**src/rtl/dram_pkg.sv**
```systemverilog
`default_nettype none

package dram_pkg;

  typedef logic [10:0] dram_row_t;
  typedef logic [9:0]  dram_col_t;

  // DRAM pins, all strobes active low
  // A RAS strobe opens the row on a when no row is open and closes it otherwise,
  // precharge also sets a[10] as in SDR precharge-all
  typedef struct packed {
    logic        csn;
    logic        rasn;
    logic        casn;
    logic [3:0]  wen;
    logic [10:0] a;
    logic [31:0] d;
  } dram_cmd_t;

  // Read data, valid for one cycle after the CAS latency
  typedef struct packed {
    logic [31:0] q;
    logic        valid;
  } dram_rsp_t;

  // One transaction from the slave port to the controller
  typedef struct packed {
    logic      write;
    logic [3:0] id;
    dram_row_t row;
    dram_col_t col;
    logic [3:0] len;
  } mem_req_t;

  typedef enum logic [5:0] {
    IDLE     = 6'b000001,
    ACT      = 6'b000010,
    RCD_WAIT = 6'b000100,
    READ     = 6'b001000,
    WRITE    = 6'b010000,
    PRE      = 6'b100000
  } ctrl_state_e;

  // Command placed on the pins in the following cycle
  typedef enum logic [2:0] {
    OP_NOP,
    OP_ACT,
    OP_RD,
    OP_WR,
    OP_PRE
  } dram_op_e;

  localparam logic [10:0] dram_a_pre_all = 11'h400;

  localparam dram_cmd_t dram_cmd_nop = '{
    csn: 1'b1, rasn: 1'b1, casn: 1'b1, wen: 4'hf, a: 11'h000, d: 32'h0
  };

  function automatic dram_row_t row_of(input logic [31:0] addr);
    return addr[22:12];
  endfunction

  function automatic dram_col_t col_of(input logic [31:0] addr);
    return addr[11:2];
  endfunction

endpackage

`default_nettype wire

```
**src/rtl/axi_pkg.sv**
```systemverilog
`default_nettype none

package axi_pkg;

  typedef logic [3:0]  axi_id_t;
  typedef logic [31:0] axi_addr_t;
  // Beats in a burst are len + 1
  typedef logic [3:0]  axi_len_t;
  typedef logic [31:0] axi_data_t;
  typedef logic [3:0]  axi_strb_t;

  // Only response the port ever returns
  localparam logic [1:0] axi_resp_okay = 2'b00;

  // Address channel payload, same layout for AW and AR
  typedef struct packed {
    axi_id_t   id;
    axi_addr_t addr;
    axi_len_t  len;
  } axi_ax_t;

  // Write beat
  typedef struct packed {
    axi_data_t data;
    axi_strb_t strb;
    logic      last;
  } axi_w_t;

  // Read beat
  typedef struct packed {
    axi_id_t    id;
    axi_data_t  data;
    logic [1:0] resp;
    logic       last;
  } axi_r_t;

  // Write response
  typedef struct packed {
    axi_id_t    id;
    logic [1:0] resp;
  } axi_b_t;

endpackage

`default_nettype wire
```
**src/rtl/dram_subsystem_top.sv**
```systemverilog
`timescale 1ns/1ns
`default_nettype none

module dram_subsystem_top
  import axi_pkg::*, dram_pkg::*;
#(
  parameter int T_RCD = 2,
  parameter int T_RP  = 2
) (
  input  logic      clk,
  input  logic      rstn,
  input  axi_ax_t   aw,
  input  logic      aw_valid,
  output logic      aw_ready,
  input  axi_w_t    w,
  input  logic      w_valid,
  output logic      w_ready,
  input  axi_ax_t   ar,
  input  logic      ar_valid,
  output logic      ar_ready,
  output axi_r_t    r,
  output logic      r_valid,
  input  logic      r_ready,
  output axi_b_t    b,
  output logic      b_valid,
  input  logic      b_ready,
  output dram_cmd_t cmd,
  input  dram_rsp_t rsp
);

  // Port to controller
  mem_req_t  req;
  logic      req_valid;
  logic      req_ready;
  axi_w_t    wbeat;
  logic      wbeat_valid;
  logic      wbeat_ready;
  axi_data_t rbeat_data;
  logic      rbeat_valid;
  logic      rbeat_ready;
  logic      wr_done;

  axi_slave_port u_port (.*);

  dram_ctrl #(
    .T_RCD(T_RCD),
    .T_RP (T_RP)
  ) u_ctrl (.*);

endmodule

`default_nettype wire

```
**src/rtl/dram_ctrl.sv**
```systemverilog
`timescale 1ns/1ns
`default_nettype none

module dram_ctrl
  import axi_pkg::*, dram_pkg::*;
#(
  parameter int T_RCD = 2,
  parameter int T_RP  = 2
) (
  input  logic      clk,
  input  logic      rstn,
  input  mem_req_t  req,
  input  logic      req_valid,
  output logic      req_ready,
  input  axi_w_t    wbeat,
  input  logic      wbeat_valid,
  output logic      wbeat_ready,
  output axi_data_t rbeat_data,
  output logic      rbeat_valid,
  input  logic      rbeat_ready,
  output logic      wr_done,
  output dram_cmd_t cmd,
  input  dram_rsp_t rsp
);

  localparam int T_MAX = (T_RCD > T_RP) ? T_RCD : T_RP;
  localparam int CNT_W = $clog2(T_MAX + 1);

  ctrl_state_e      state;
  ctrl_state_e      state_nxt;
  dram_op_e         op_nxt;
  dram_cmd_t        cmd_nxt;
  logic [CNT_W-1:0] cnt;
  axi_len_t         bcnt;
  dram_col_t        col;
  logic             is_write;
  logic             wr_last;
  logic             wbeat_hs;
  logic             rbeat_hs;

  assign req_ready   = (state == IDLE);
  // One cycle gap after the last beat so its CAS shows up while still in WRITE
  assign wbeat_ready = (state == WRITE) && !wr_last;
  assign wbeat_hs    = wbeat_valid && wbeat_ready;
  assign rbeat_hs    = rbeat_valid && rbeat_ready;

  always_comb begin
    state_nxt = state;
    op_nxt    = OP_NOP;
    unique case (state)
      IDLE: begin
        if (req_valid) begin
          state_nxt = ACT;
          op_nxt    = OP_ACT;
        end
      end
      ACT: state_nxt = RCD_WAIT;
      RCD_WAIT: begin
        if (cnt == '0) begin
          if (is_write) begin
            state_nxt = WRITE;
          end else begin
            state_nxt = READ;
            op_nxt    = OP_RD;
          end
        end
      end
      READ: begin
        // Next CAS only once the previous beat has been handed off
        if (rbeat_hs) begin
          if (bcnt == '0) begin
            state_nxt = PRE;
            op_nxt    = OP_PRE;
          end else begin
            op_nxt = OP_RD;
          end
        end
      end
      WRITE: begin
        if (wr_last) begin
          state_nxt = PRE;
          op_nxt    = OP_PRE;
        end else if (wbeat_hs) begin
          op_nxt = OP_WR;
        end
      end
      PRE: begin
        if (cnt == '0) begin
          state_nxt = IDLE;
        end
      end
      default: state_nxt = IDLE;
    endcase
  end

  // Pin values for the next cycle, a and d hold between commands
  always_comb begin
    cmd_nxt      = cmd;
    cmd_nxt.csn  = 1'b1;
    cmd_nxt.rasn = 1'b1;
    cmd_nxt.casn = 1'b1;
    cmd_nxt.wen  = 4'hf;
    case (op_nxt)
      OP_ACT: begin
        cmd_nxt.csn  = 1'b0;
        cmd_nxt.rasn = 1'b0;
        cmd_nxt.a    = req.row;
      end
      OP_RD: begin
        cmd_nxt.csn  = 1'b0;
        cmd_nxt.casn = 1'b0;
        cmd_nxt.a    = {1'b0, col};
      end
      OP_WR: begin
        cmd_nxt.csn  = 1'b0;
        cmd_nxt.casn = 1'b0;
        cmd_nxt.wen  = ~wbeat.strb;
        cmd_nxt.a    = {1'b0, col};
        cmd_nxt.d    = wbeat.data;
      end
      OP_PRE: begin
        cmd_nxt.csn  = 1'b0;
        cmd_nxt.rasn = 1'b0;
        cmd_nxt.a    = dram_a_pre_all;
      end
      default: ;
    endcase
  end

  always_ff @(posedge clk or negedge rstn) begin
    if (!rstn) begin
      state       <= IDLE;
      cmd         <= dram_cmd_nop;
      cnt         <= '0;
      bcnt        <= '0;
      col         <= '0;
      is_write    <= 1'b0;
      wr_last     <= 1'b0;
      wr_done     <= 1'b0;
      rbeat_valid <= 1'b0;
    end else begin
      state   <= state_nxt;
      cmd     <= cmd_nxt;
      wr_done <= (state == WRITE) && wr_last;

      if (state == IDLE && req_valid) begin
        is_write <= req.write;
        col      <= req.col;
      end else if (op_nxt == OP_RD || op_nxt == OP_WR) begin
        col <= col + 1'b1;
      end

      // Shared timer for tRCD and tRP
      if (state == ACT) begin
        cnt <= CNT_W'(T_RCD - 1);
      end else if (op_nxt == OP_PRE) begin
        cnt <= CNT_W'(T_RP);
      end else if (cnt != '0) begin
        cnt <= cnt - 1'b1;
      end

      // Beats left after the one in flight
      if (state == IDLE && req_valid) begin
        bcnt <= req.len;
      end else if ((rbeat_hs || wbeat_hs) && bcnt != '0) begin
        bcnt <= bcnt - 1'b1;
      end

      if (wbeat_hs && bcnt == '0) begin
        wr_last <= 1'b1;
      end else if (state == PRE) begin
        wr_last <= 1'b0;
      end

      if (state == READ && rsp.valid) begin
        rbeat_valid <= 1'b1;
      end else if (rbeat_hs) begin
        rbeat_valid <= 1'b0;
      end
    end
  end

  always_ff @(posedge clk) begin
    if (state == READ && rsp.valid) begin
      rbeat_data <= rsp.q;
    end
  end

endmodule

`default_nettype wire

```
**src/rtl/axi_slave_port.sv**
```systemverilog
`timescale 1ns/1ns
`default_nettype none

module axi_slave_port
  import axi_pkg::*, dram_pkg::*;
(
  input  logic      clk,
  input  logic      rstn,
  input  axi_ax_t   aw,
  input  logic      aw_valid,
  output logic      aw_ready,
  input  axi_w_t    w,
  input  logic      w_valid,
  output logic      w_ready,
  input  axi_ax_t   ar,
  input  logic      ar_valid,
  output logic      ar_ready,
  output axi_r_t    r,
  output logic      r_valid,
  input  logic      r_ready,
  output axi_b_t    b,
  output logic      b_valid,
  input  logic      b_ready,
  output mem_req_t  req,
  output logic      req_valid,
  input  logic      req_ready,
  output axi_w_t    wbeat,
  output logic      wbeat_valid,
  input  logic      wbeat_ready,
  input  axi_data_t rbeat_data,
  input  logic      rbeat_valid,
  output logic      rbeat_ready,
  input  logic      wr_done
);

  typedef enum logic [1:0] {
    PS_IDLE,
    PS_WR,
    PS_RD,
    PS_B
  } port_state_e;

  port_state_e pstate;
  axi_len_t    rcnt;
  logic        aw_hs;
  logic        ar_hs;
  logic        rbeat_hs;
  logic        r_hs;

  function automatic mem_req_t to_req(input logic write, input axi_ax_t ax);
    mem_req_t m;
    m.write = write;
    m.id    = ax.id;
    m.row   = row_of(ax.addr);
    m.col   = col_of(ax.addr);
    m.len   = ax.len;
    return m;
  endfunction

  // New transactions only while the controller sits in IDLE, writes win ties
  assign aw_ready = (pstate == PS_IDLE) && req_ready;
  assign ar_ready = (pstate == PS_IDLE) && req_ready && !aw_valid;
  assign aw_hs    = aw_valid && aw_ready;
  assign ar_hs    = ar_valid && ar_ready;

  // W goes straight through to the controller
  assign wbeat       = w;
  assign wbeat_valid = (pstate == PS_WR) && w_valid;
  assign w_ready     = (pstate == PS_WR) && wbeat_ready;

  // R register takes a beat when empty or draining
  assign rbeat_ready = (pstate == PS_RD) && (!r_valid || r_ready);
  assign rbeat_hs    = rbeat_valid && rbeat_ready;
  assign r_hs        = r_valid && r_ready;

  assign b_valid = (pstate == PS_B);
  assign b       = '{id: req.id, resp: axi_resp_okay};

  always_ff @(posedge clk or negedge rstn) begin
    if (!rstn) begin
      pstate    <= PS_IDLE;
      req_valid <= 1'b0;
      r_valid   <= 1'b0;
      rcnt      <= '0;
    end else begin
      if (aw_hs || ar_hs) begin
        req_valid <= 1'b1;
      end else if (req_ready) begin
        req_valid <= 1'b0;
      end

      unique case (pstate)
        PS_IDLE: begin
          if (aw_hs) begin
            pstate <= PS_WR;
          end else if (ar_hs) begin
            pstate <= PS_RD;
          end
        end
        PS_WR: begin
          if (wr_done) begin
            pstate <= PS_B;
          end
        end
        PS_RD: begin
          if (r_hs && r.last) begin
            pstate <= PS_IDLE;
          end
        end
        PS_B: begin
          if (b_ready) begin
            pstate <= PS_IDLE;
          end
        end
        default: pstate <= PS_IDLE;
      endcase

      // Beats loaded into R so far, sets RLAST
      if (ar_hs) begin
        rcnt <= '0;
      end else if (rbeat_hs) begin
        rcnt <= rcnt + 1'b1;
      end

      if (rbeat_hs) begin
        r_valid <= 1'b1;
      end else if (r_hs) begin
        r_valid <= 1'b0;
      end
    end
  end

  // Request and R payload
  always_ff @(posedge clk) begin
    if (aw_hs) begin
      req <= to_req(1'b1, aw);
    end else if (ar_hs) begin
      req <= to_req(1'b0, ar);
    end
    if (rbeat_hs) begin
      r <= '{id: req.id, data: rbeat_data, resp: axi_resp_okay, last: (rcnt == req.len)};
    end
  end

endmodule

`default_nettype wire

```
**config.mk**
```make
export PLATFORM = sky130hd
export DESIGN_NAME = dram_subsystem_top
export DESIGN_NICKNAME = d
export VERILOG_FILES = /design/src/rtl/dram_pkg.sv /design/src/rtl/axi_pkg.sv /design/src/rtl/dram_subsystem_top.sv /design/src/rtl/dram_ctrl.sv /design/src/rtl/axi_slave_port.sv
export SDC_FILE = /design/constraint.sdc
export NUM_CORES = 1
export LEC_CHECK = 0
export ABC_CLOCK_PERIOD_IN_PS = 3770
export BUFFER_PORTS_ARGS = -buffer_cell sky130_fd_sc_hd__buf_2
export CAP_MARGIN = 20
export CORE_MARGIN = 1
export CORE_UTILIZATION = 35
export DETAILED_ROUTE_END_ITERATION = 7
export GPL_TIMING_DRIVEN = 0
export HOLD_SLACK_MARGIN = 0.05
export PLACE_DENSITY = 0.67
export SYNTH_ARGS = -nofsm -noshare
export SYNTH_HDL_FRONTEND = slang
export SYNTH_SLANG_ARGS = --single-unit
```
**constraint.sdc**
```tcl
create_clock -name clk -period 3.77 [get_ports clk]
set_input_delay 0.754 -clock clk [delete_from_list [all_inputs] [get_ports clk]]
set_output_delay 0.754 -clock clk [all_outputs]
set_load 0.005 [all_outputs]
```
==> results of run 1 <==
==> state kept, by name (all words and copies together), names as in the netlist, 2 cells and up <==
signal             flops
u_ctrl.bcnt            4
u_ctrl.state           6
u_ctrl.cmd            50
u_port.req            26
u_ctrl.col            10
u_port.pstate          2
u_ctrl.cnt             2
u_ctrl.rbeat_data     32
u_port.rcnt            4
u_port.b               4
u_port.r              37
==> power breakdown <==
group	internal [mW]	switching, mW
registers	2.15	0.0128
logic	0.0830	0.0669
clock network	0.899	0.864
total	3.13	0.943
==> worst max-delay path: cells and delay by family, from the launching register on <==
family / cells / cell delay (ns)
buffers and inverters: 2 / 0.62
AND/OR/NAND/NOR: 5 / 1.78
flip-flops: 1 / 0.46
==> per-layer routing <==
layer | wire length, um | part of all wire [%] | up-vias | global-route usage [%]
met1 | 6740 | 44 | 2265 | 18.7
met4 | 280 | 1.8 | 0 | 5.74
met5 | 0 | 0 | - | 0
li1 | - | - | 2398 | -
met3 | 752 | 4.9 | 19 | 3.71
met2 | 7450 | 49 | 173 | 25.3
==> layout by cell type (no fill, tap or decap), types with 9 or more instances in the layout <==
master / count
o21ai_0: 16
a21o_1: 10
dfrtp_1: 76
mux2_2: 30
clkbuf_16: 17
buf_4: 9
nor2_1: 20
buf_2: 231
a22o_1: 9
edfxtp_1: 98
nand2_1: 125
inv_1: 11
clkbuf_1: 16
==> metrics by stage <==
stage          setup WS (ns)  area, um2  instances
2_1_floorplan           1.06       7160        539
3_5_place_dp           0.516       8700       1035
6_report               0.608       9300       1068
4_1_cts                0.533       9300       1067
5_1_grt                0.279       9300       1068
3_3_place_gp           0.183       8640       1033
==> how the worst min path moves through the flow <==
stage / startpoint / to / slack, ns / depth (start not counted)
global route: rstn / u_ctrl.cmd[9] / 0.21 / 1
CTS: rstn / u_ctrl.cmd[9] / 0.21 / 1
floorplan: u_ctrl.rbeat_data[7] / u_port.r[10] / 0.40 / 0
detailed placement: u_ctrl.rbeat_data[16] / u_port.r[19] / 0.40 / 0
finish: rstn / u_ctrl.cmd[9] / 0.21 / 1
global placement: u_ctrl.rbeat_data[9] / u_port.r[12] / 0.40 / 0
==> final cells by class <==
type                    instances  area, um2
well taps                     265        332
fillers                      1791      10400
clock buffers                  17        425
repair buffers                232       1210
clock inverters                15        173
flip-flops and latches        183       5070
multi-input cells             314       1900
inverters                      13       48.8
plain buffers                  29        141
==> cell families (layout without fill, tap and decap cells) <==
family | after synthesis | count (layout) | synth area share (%)
compound gates | 65 | 65 | 6.62
flops | 183 | 183 | 71.0
other cells | 1 | 4 | 0.0525
buf+inv | 42 | 306 | 2.66
fa+ha+maj | 5 | 5 | 0.875
simple gates | 197 | 197 | 12.5
xor+xnor | 11 | 11 | 1.35
mux | 32 | 32 | 5.01
==> results.md, run 1 <==
- Status: completed
- Unique masters post-synth: 53
- Async SR Flop Fraction: 45.9%
- Routed len/inst: 14.3 um
- CP endpoint: u_port.req[14]
- Startpoint types: flop
- Number of antenna diodes: 0
- Setup TNS: 0 ns
- # H-tree levels: 4
- Mapped Cells: 536
- CTS tree: yes
- Max VDD drop: 0.288 mV
- Synth Area per Inst: 13.3 um2
- Slew headroom: 38.2%
- Worst Skew: 0.0123 ns
- Vias per cell: 4.55
- Final Util: between 40% and 50%
- Antenna-violating nets left: 0
- Cell Area, Synth: a little over 7000 um2
- Largest net degree at the start of global routing: 63
- Max Transition Viols Final: 0
- Gr usage total: 15.1%
- Clk slew on worst S/H paths: approximately 0.080 ns
- Most frequent cell after synthesis: nand2_1
- Worst hold slack: 0.212 ns
- Die Wd: 145 um
- CP Cell Sequence: nor4_1, nand3b_1, nor3_1, nand2_1, clkbuf_1, nand2_1, buf_16
- Crit path DAT: 3.30 ns
- Final min period: 3.16 ns
- # DRC: 0
- DP Wirelength: 10900 um
- PD cells: 438 nW/um2
- Post-synth EDFFs: 98
- Post-synth top cells: nand2_1 (125), edfxtp_1 (98), dfrtp_1 (76)
- Worst path slowest cell: nand2_1
- Die area: 21000 um2
- Tightest Pin Transition: 0.926 ns
- Initial DRC Count: 251
- Starting density of the core: 36.3%
- RSZ-0062 raised after global routing: no
- Worst skew pair latency: 0.43 ns
- DRT Pass-1 Iters: 4
- First-pass GRT wire length: 24500 um
- Worst hold path type: input pin to asynchronous set/reset pin
- CP Launch Point: u_ctrl.state[5]
- Final WL: 15200 um
- Layout cells sized above 1: 40.3%
- Worst setup EP type: flop
- Period utilization: 83.9%
- Synth area leaders: edfxtp_1 (41%), dfrtp_1 (27%), nand2_1 (6.6%)
- Slowest stage delay, CP: 0.55 ns
- Core area: about 20000 um2
- Total CTS buffers: 17
- Port Buffers: 229
- Post-CTS setup buffer count: 0
- Initial antenna violation count: 0
- CTS hold repair buffers: 0
- Crit Path Category: flop to flop
- Max Cap Violations: 0
- Vias in the first global route: 4692
- Global placer's final weighted congestion: 0.793
- Post-layout net count: ~950
- Clk buf depth: 2
- Yosys reg bits: 183
- Worst endpoint required time: about 4 ns
- R2r endpoint: u_port.req[14]
- YS warnings: 0
- CTS resizes: 0
- FF-to-FF Start: u_ctrl.state[5]
- Clock sink total: approximately 180
- Num ports: 257
- Layout area overhead: 30.1%
- LEAKAGE: roughly 4.3 nW
- Setup slack, reg-to-reg: 0.61 ns
- Die height: about 140 um
- Area leader, netlist: edfxtp_1
- Register area share after synthesis: 71.0%
- Root Driver: clkbuf_16
- CP most frequent cell: nand2_1
- Row cnt: 51
- Reg2reg path depth: 7
- Final Power: 4.07 mW
- Setup violators final: 0
- Fin. Hold Viols: 0
- Synth top area share: about two fifths
- Max Freq: 316 MHz
- Total global routing overflow: 0
- Via count: between 4000 and 5000
- CP Max Fanout: 22
- Top FF cell, synth: edfxtp_1
(Power assumes the default switching activity.)
==> run 2: changes to the inputs <==
- ABC_CLOCK_PERIOD_IN_PS: 3770 -> 2790
- PLACE_DENSITY: 0.67 -> 0.69
- clock period: 3.77 -> 2.79 ns (I/O delays scaled with it)
==> results.md, run 2 (synthesis results as in run 1) <==
- Worst setup EP type: output pin
- Clock sink total: 183 (unchanged)
- Setup violators final: 0 (unchanged)
- Via count: 4812 (-0.89%)
- Most common cell after layout, fill and taps aside: buf_2
- Num ports: 257 (unchanged)
- Setup slack, reg-to-reg: 0.17 ns (-0.44 ns)
- Max Freq: 370 MHz
- # DRC: 0 (unchanged)
- First-pass GRT wire length: 24800 um (+1.1%)
- Total global routing overflow: 0 (unchanged)
- Top Registers: u_ctrl.cmd x50, u_port.r x37, u_ctrl.rbeat_data x32
- Max Cap Violations: 0 (unchanged)
- Row cnt: 51 (unchanged)
- Status: completed
- Max Transition Viols Final: 0 (unchanged)
- Max FFs per register: 50 (unchanged)
- Crit path DAT: 2.14 ns (-1.16 ns)
- CP Max Fanout: 6 (-73%)
- Clk buf depth: 2 (unchanged)
- Total CTS buffers: 17 (unchanged)
- Routed len/inst: 14.5 um (+1.9%)
- Starting density of the core: 36.3% (unchanged)
- Multi-input gate area: 1910 um2 (+0.92%)
- CTS tree: yes
- Core area: 19700 um2 (unchanged)
- Top reg by flops: u_ctrl.cmd
- Port Buffers: 229 (unchanged)
- Final min period: 2.70 ns
- Number of antenna diodes: 0 (unchanged)
- DRT Pass-1 Iters: 4 (unchanged)
- Final worst setup slack: 0.0883 ns (-0.520 ns)
- Final WL: 15500 um (+2.0%)
- Worst endpoint required time: 2.23 ns (-1.67 ns)
- Die height: 145 um (unchanged)
- Root Driver: clkbuf_16
- DP Wirelength: 11100 um (+2.1%)
- Global placer's final weighted congestion: 0.793 (about the same)
- Initial DRC Count: 191 (-24%)
- Die Wd: 145 um (unchanged)
- Post-layout net count: 954 (+0.21%)
- Largest net degree at the start of global routing: 63 (unchanged)
- Sequential cell area: 5070 um2 (unchanged)
- Vias per cell: 4.50 (-1.1%)
- Antenna-violating nets left: 0 (unchanged)
- Die area: 21000 um2 (unchanged)
- Max VDD drop: 0.331 mV (+15%)
- Worst skew pair latency: 0.43 ns (about the same)
- # H-tree levels: 4 (unchanged)
- Worst Skew: 0.0157 ns (+0.00335 ns)
- Crit Path Category: flop to output pin
- Clk slew on worst S/H paths: 0.07 ns (about the same)
- PD cells: 590 nW/um2 (+35%)
- Period utilization: 96.8%
- # fillers: 1764 (-1.5%)
- Startpoint types: flop
- Worst path slowest cell: or4_4
- Worst hold path type: input pin to flop
- Layout area overhead: 31.2%
- Layout cells sized above 1: 41.4% (+1.0 points)
- Final Util: 47.6% (+0.42 points)
- Fin. Hold Viols: 0 (unchanged)
- Initial antenna violation count: 0 (unchanged)
- Vias in the first global route: 4749 (+1.2%)
- Commonest non-fill, non-tap cells in the layout: buf_2 (230), nand2_1 (123), edfxtp_1 (98)
- Dpl ws: -0.400 ns (-0.916 ns)
- Slowest stage delay, CP: 0.59 ns (+0.04 ns)
- Tightest Pin Transition: 1.15 ns (+0.222 ns)
- CP Cell Sequence: or4_4, or2_2, nor2_1, buf_2
- Slew headroom: 22.4% (-16 points)
- Gr usage total: 15.2% (+0.17 points)
- LEAKAGE: 4.33 nW (+0.64%)
-- run 2: changes by cell type in the layout (fill, tap and decap cells not counted), sizes merged --
cell / previous run / this run
buf: 245 / 246
bufinv: 0 / 1
clkinv: 6 / 4
clkinvlp: 1 / 4
dlygate4sd3: 0 / 1
inv: 21 / 19
-- run 2: critical path, delay by kind of cell (launching register included) --
family | cells | cell delay [ns]
DFF | 1 | 0.42
buffers and inverters | 1 | 0.16
and+or+nand+nor | 3 | 1.15
-- run 2: final cells by class --
| type | instances | share of cell area [%] |
|---|---|---|
| tap | 265 | 3.53 |
| clock buffer | 17 | 4.53 |
| inverter | 13 | 0.653 |
| clock inverter | 15 | 1.89 |
| buffer | 29 | 1.59 |
| sequential | 183 | 54.1 |
| multi-input combinational | 314 | 20.4 |
| timing repair buffer | 234 | 13.3 |
-- run 2: worst paths after layout --
| check | from | cells past startpoint | to |
|---|---|---|---|
| worst max-delay path | u_ctrl.state[1] | 4 | w_ready |
| worst min-delay path | w[1] | 2 | u_ctrl.cmd[43] |
| worst max register to register | u_ctrl.state[1] | 6 | u_ctrl.col[8] |
| worst min register to register | u_ctrl.rbeat_data[3] | 0 | u_port.r[6] |
| max in group asynchronous | rstn | 3 | u_ctrl.state[0] |
| min in group asynchronous | rstn | 2 | u_ctrl.cmd[9] |
-- run 2: metal layers --
layer	vias to the layer above	global-route usage, %	routed length (um)	share of wire [%]
met2	157	26.2	7830	50
met3	4	3.55	764	4.9
met5	-	0	0	0
li1	2393	-	-	-
met1	2258	18.9	6870	44
met4	0	4.79	75	0.48
-- run 2: report_power, final --
part,switching (mW),internal [mW],total [mW]
clock,1.12,1.28,2.40
sequential,0.0173,2.90,2.92
combinational,0.0928,0.117,0.210
total,1.23,4.30,5.53
-- run 2: metrics by stage --
step / TNS [ns] / std cells / cell area, um2 / hold slack (ns) / total power, mW
final: 0 / 1070 / 9380 / 0.250 / 5.53
after floorplan: 0 / 539 / 7160 / 0.262 / 3.03
after global routing: -0.00273 / 1070 / 9380 / 0.234 / 5.73
after global placement: -32.55 / 1033 / 8640 / 0.400 / 3.17
after CTS: 0 / 1069 / 9350 / 0.224 / 5.60
after detailed placement: -15.36 / 1036 / 8720 / 0.405 / 3.19
-- run 2: what timing repair did --
| item | in CTS | in global routing |
|---|---|---|
| endpoints found under the setup margin | 51 | 88 |
| resized for setup | 6 | 12 |
| hold endpoints to repair | 22 | 0 |
| hold buffers | 1 | 0 |
| setup buffers | 0 | 1 |
| pin swaps | 0 | 1 |
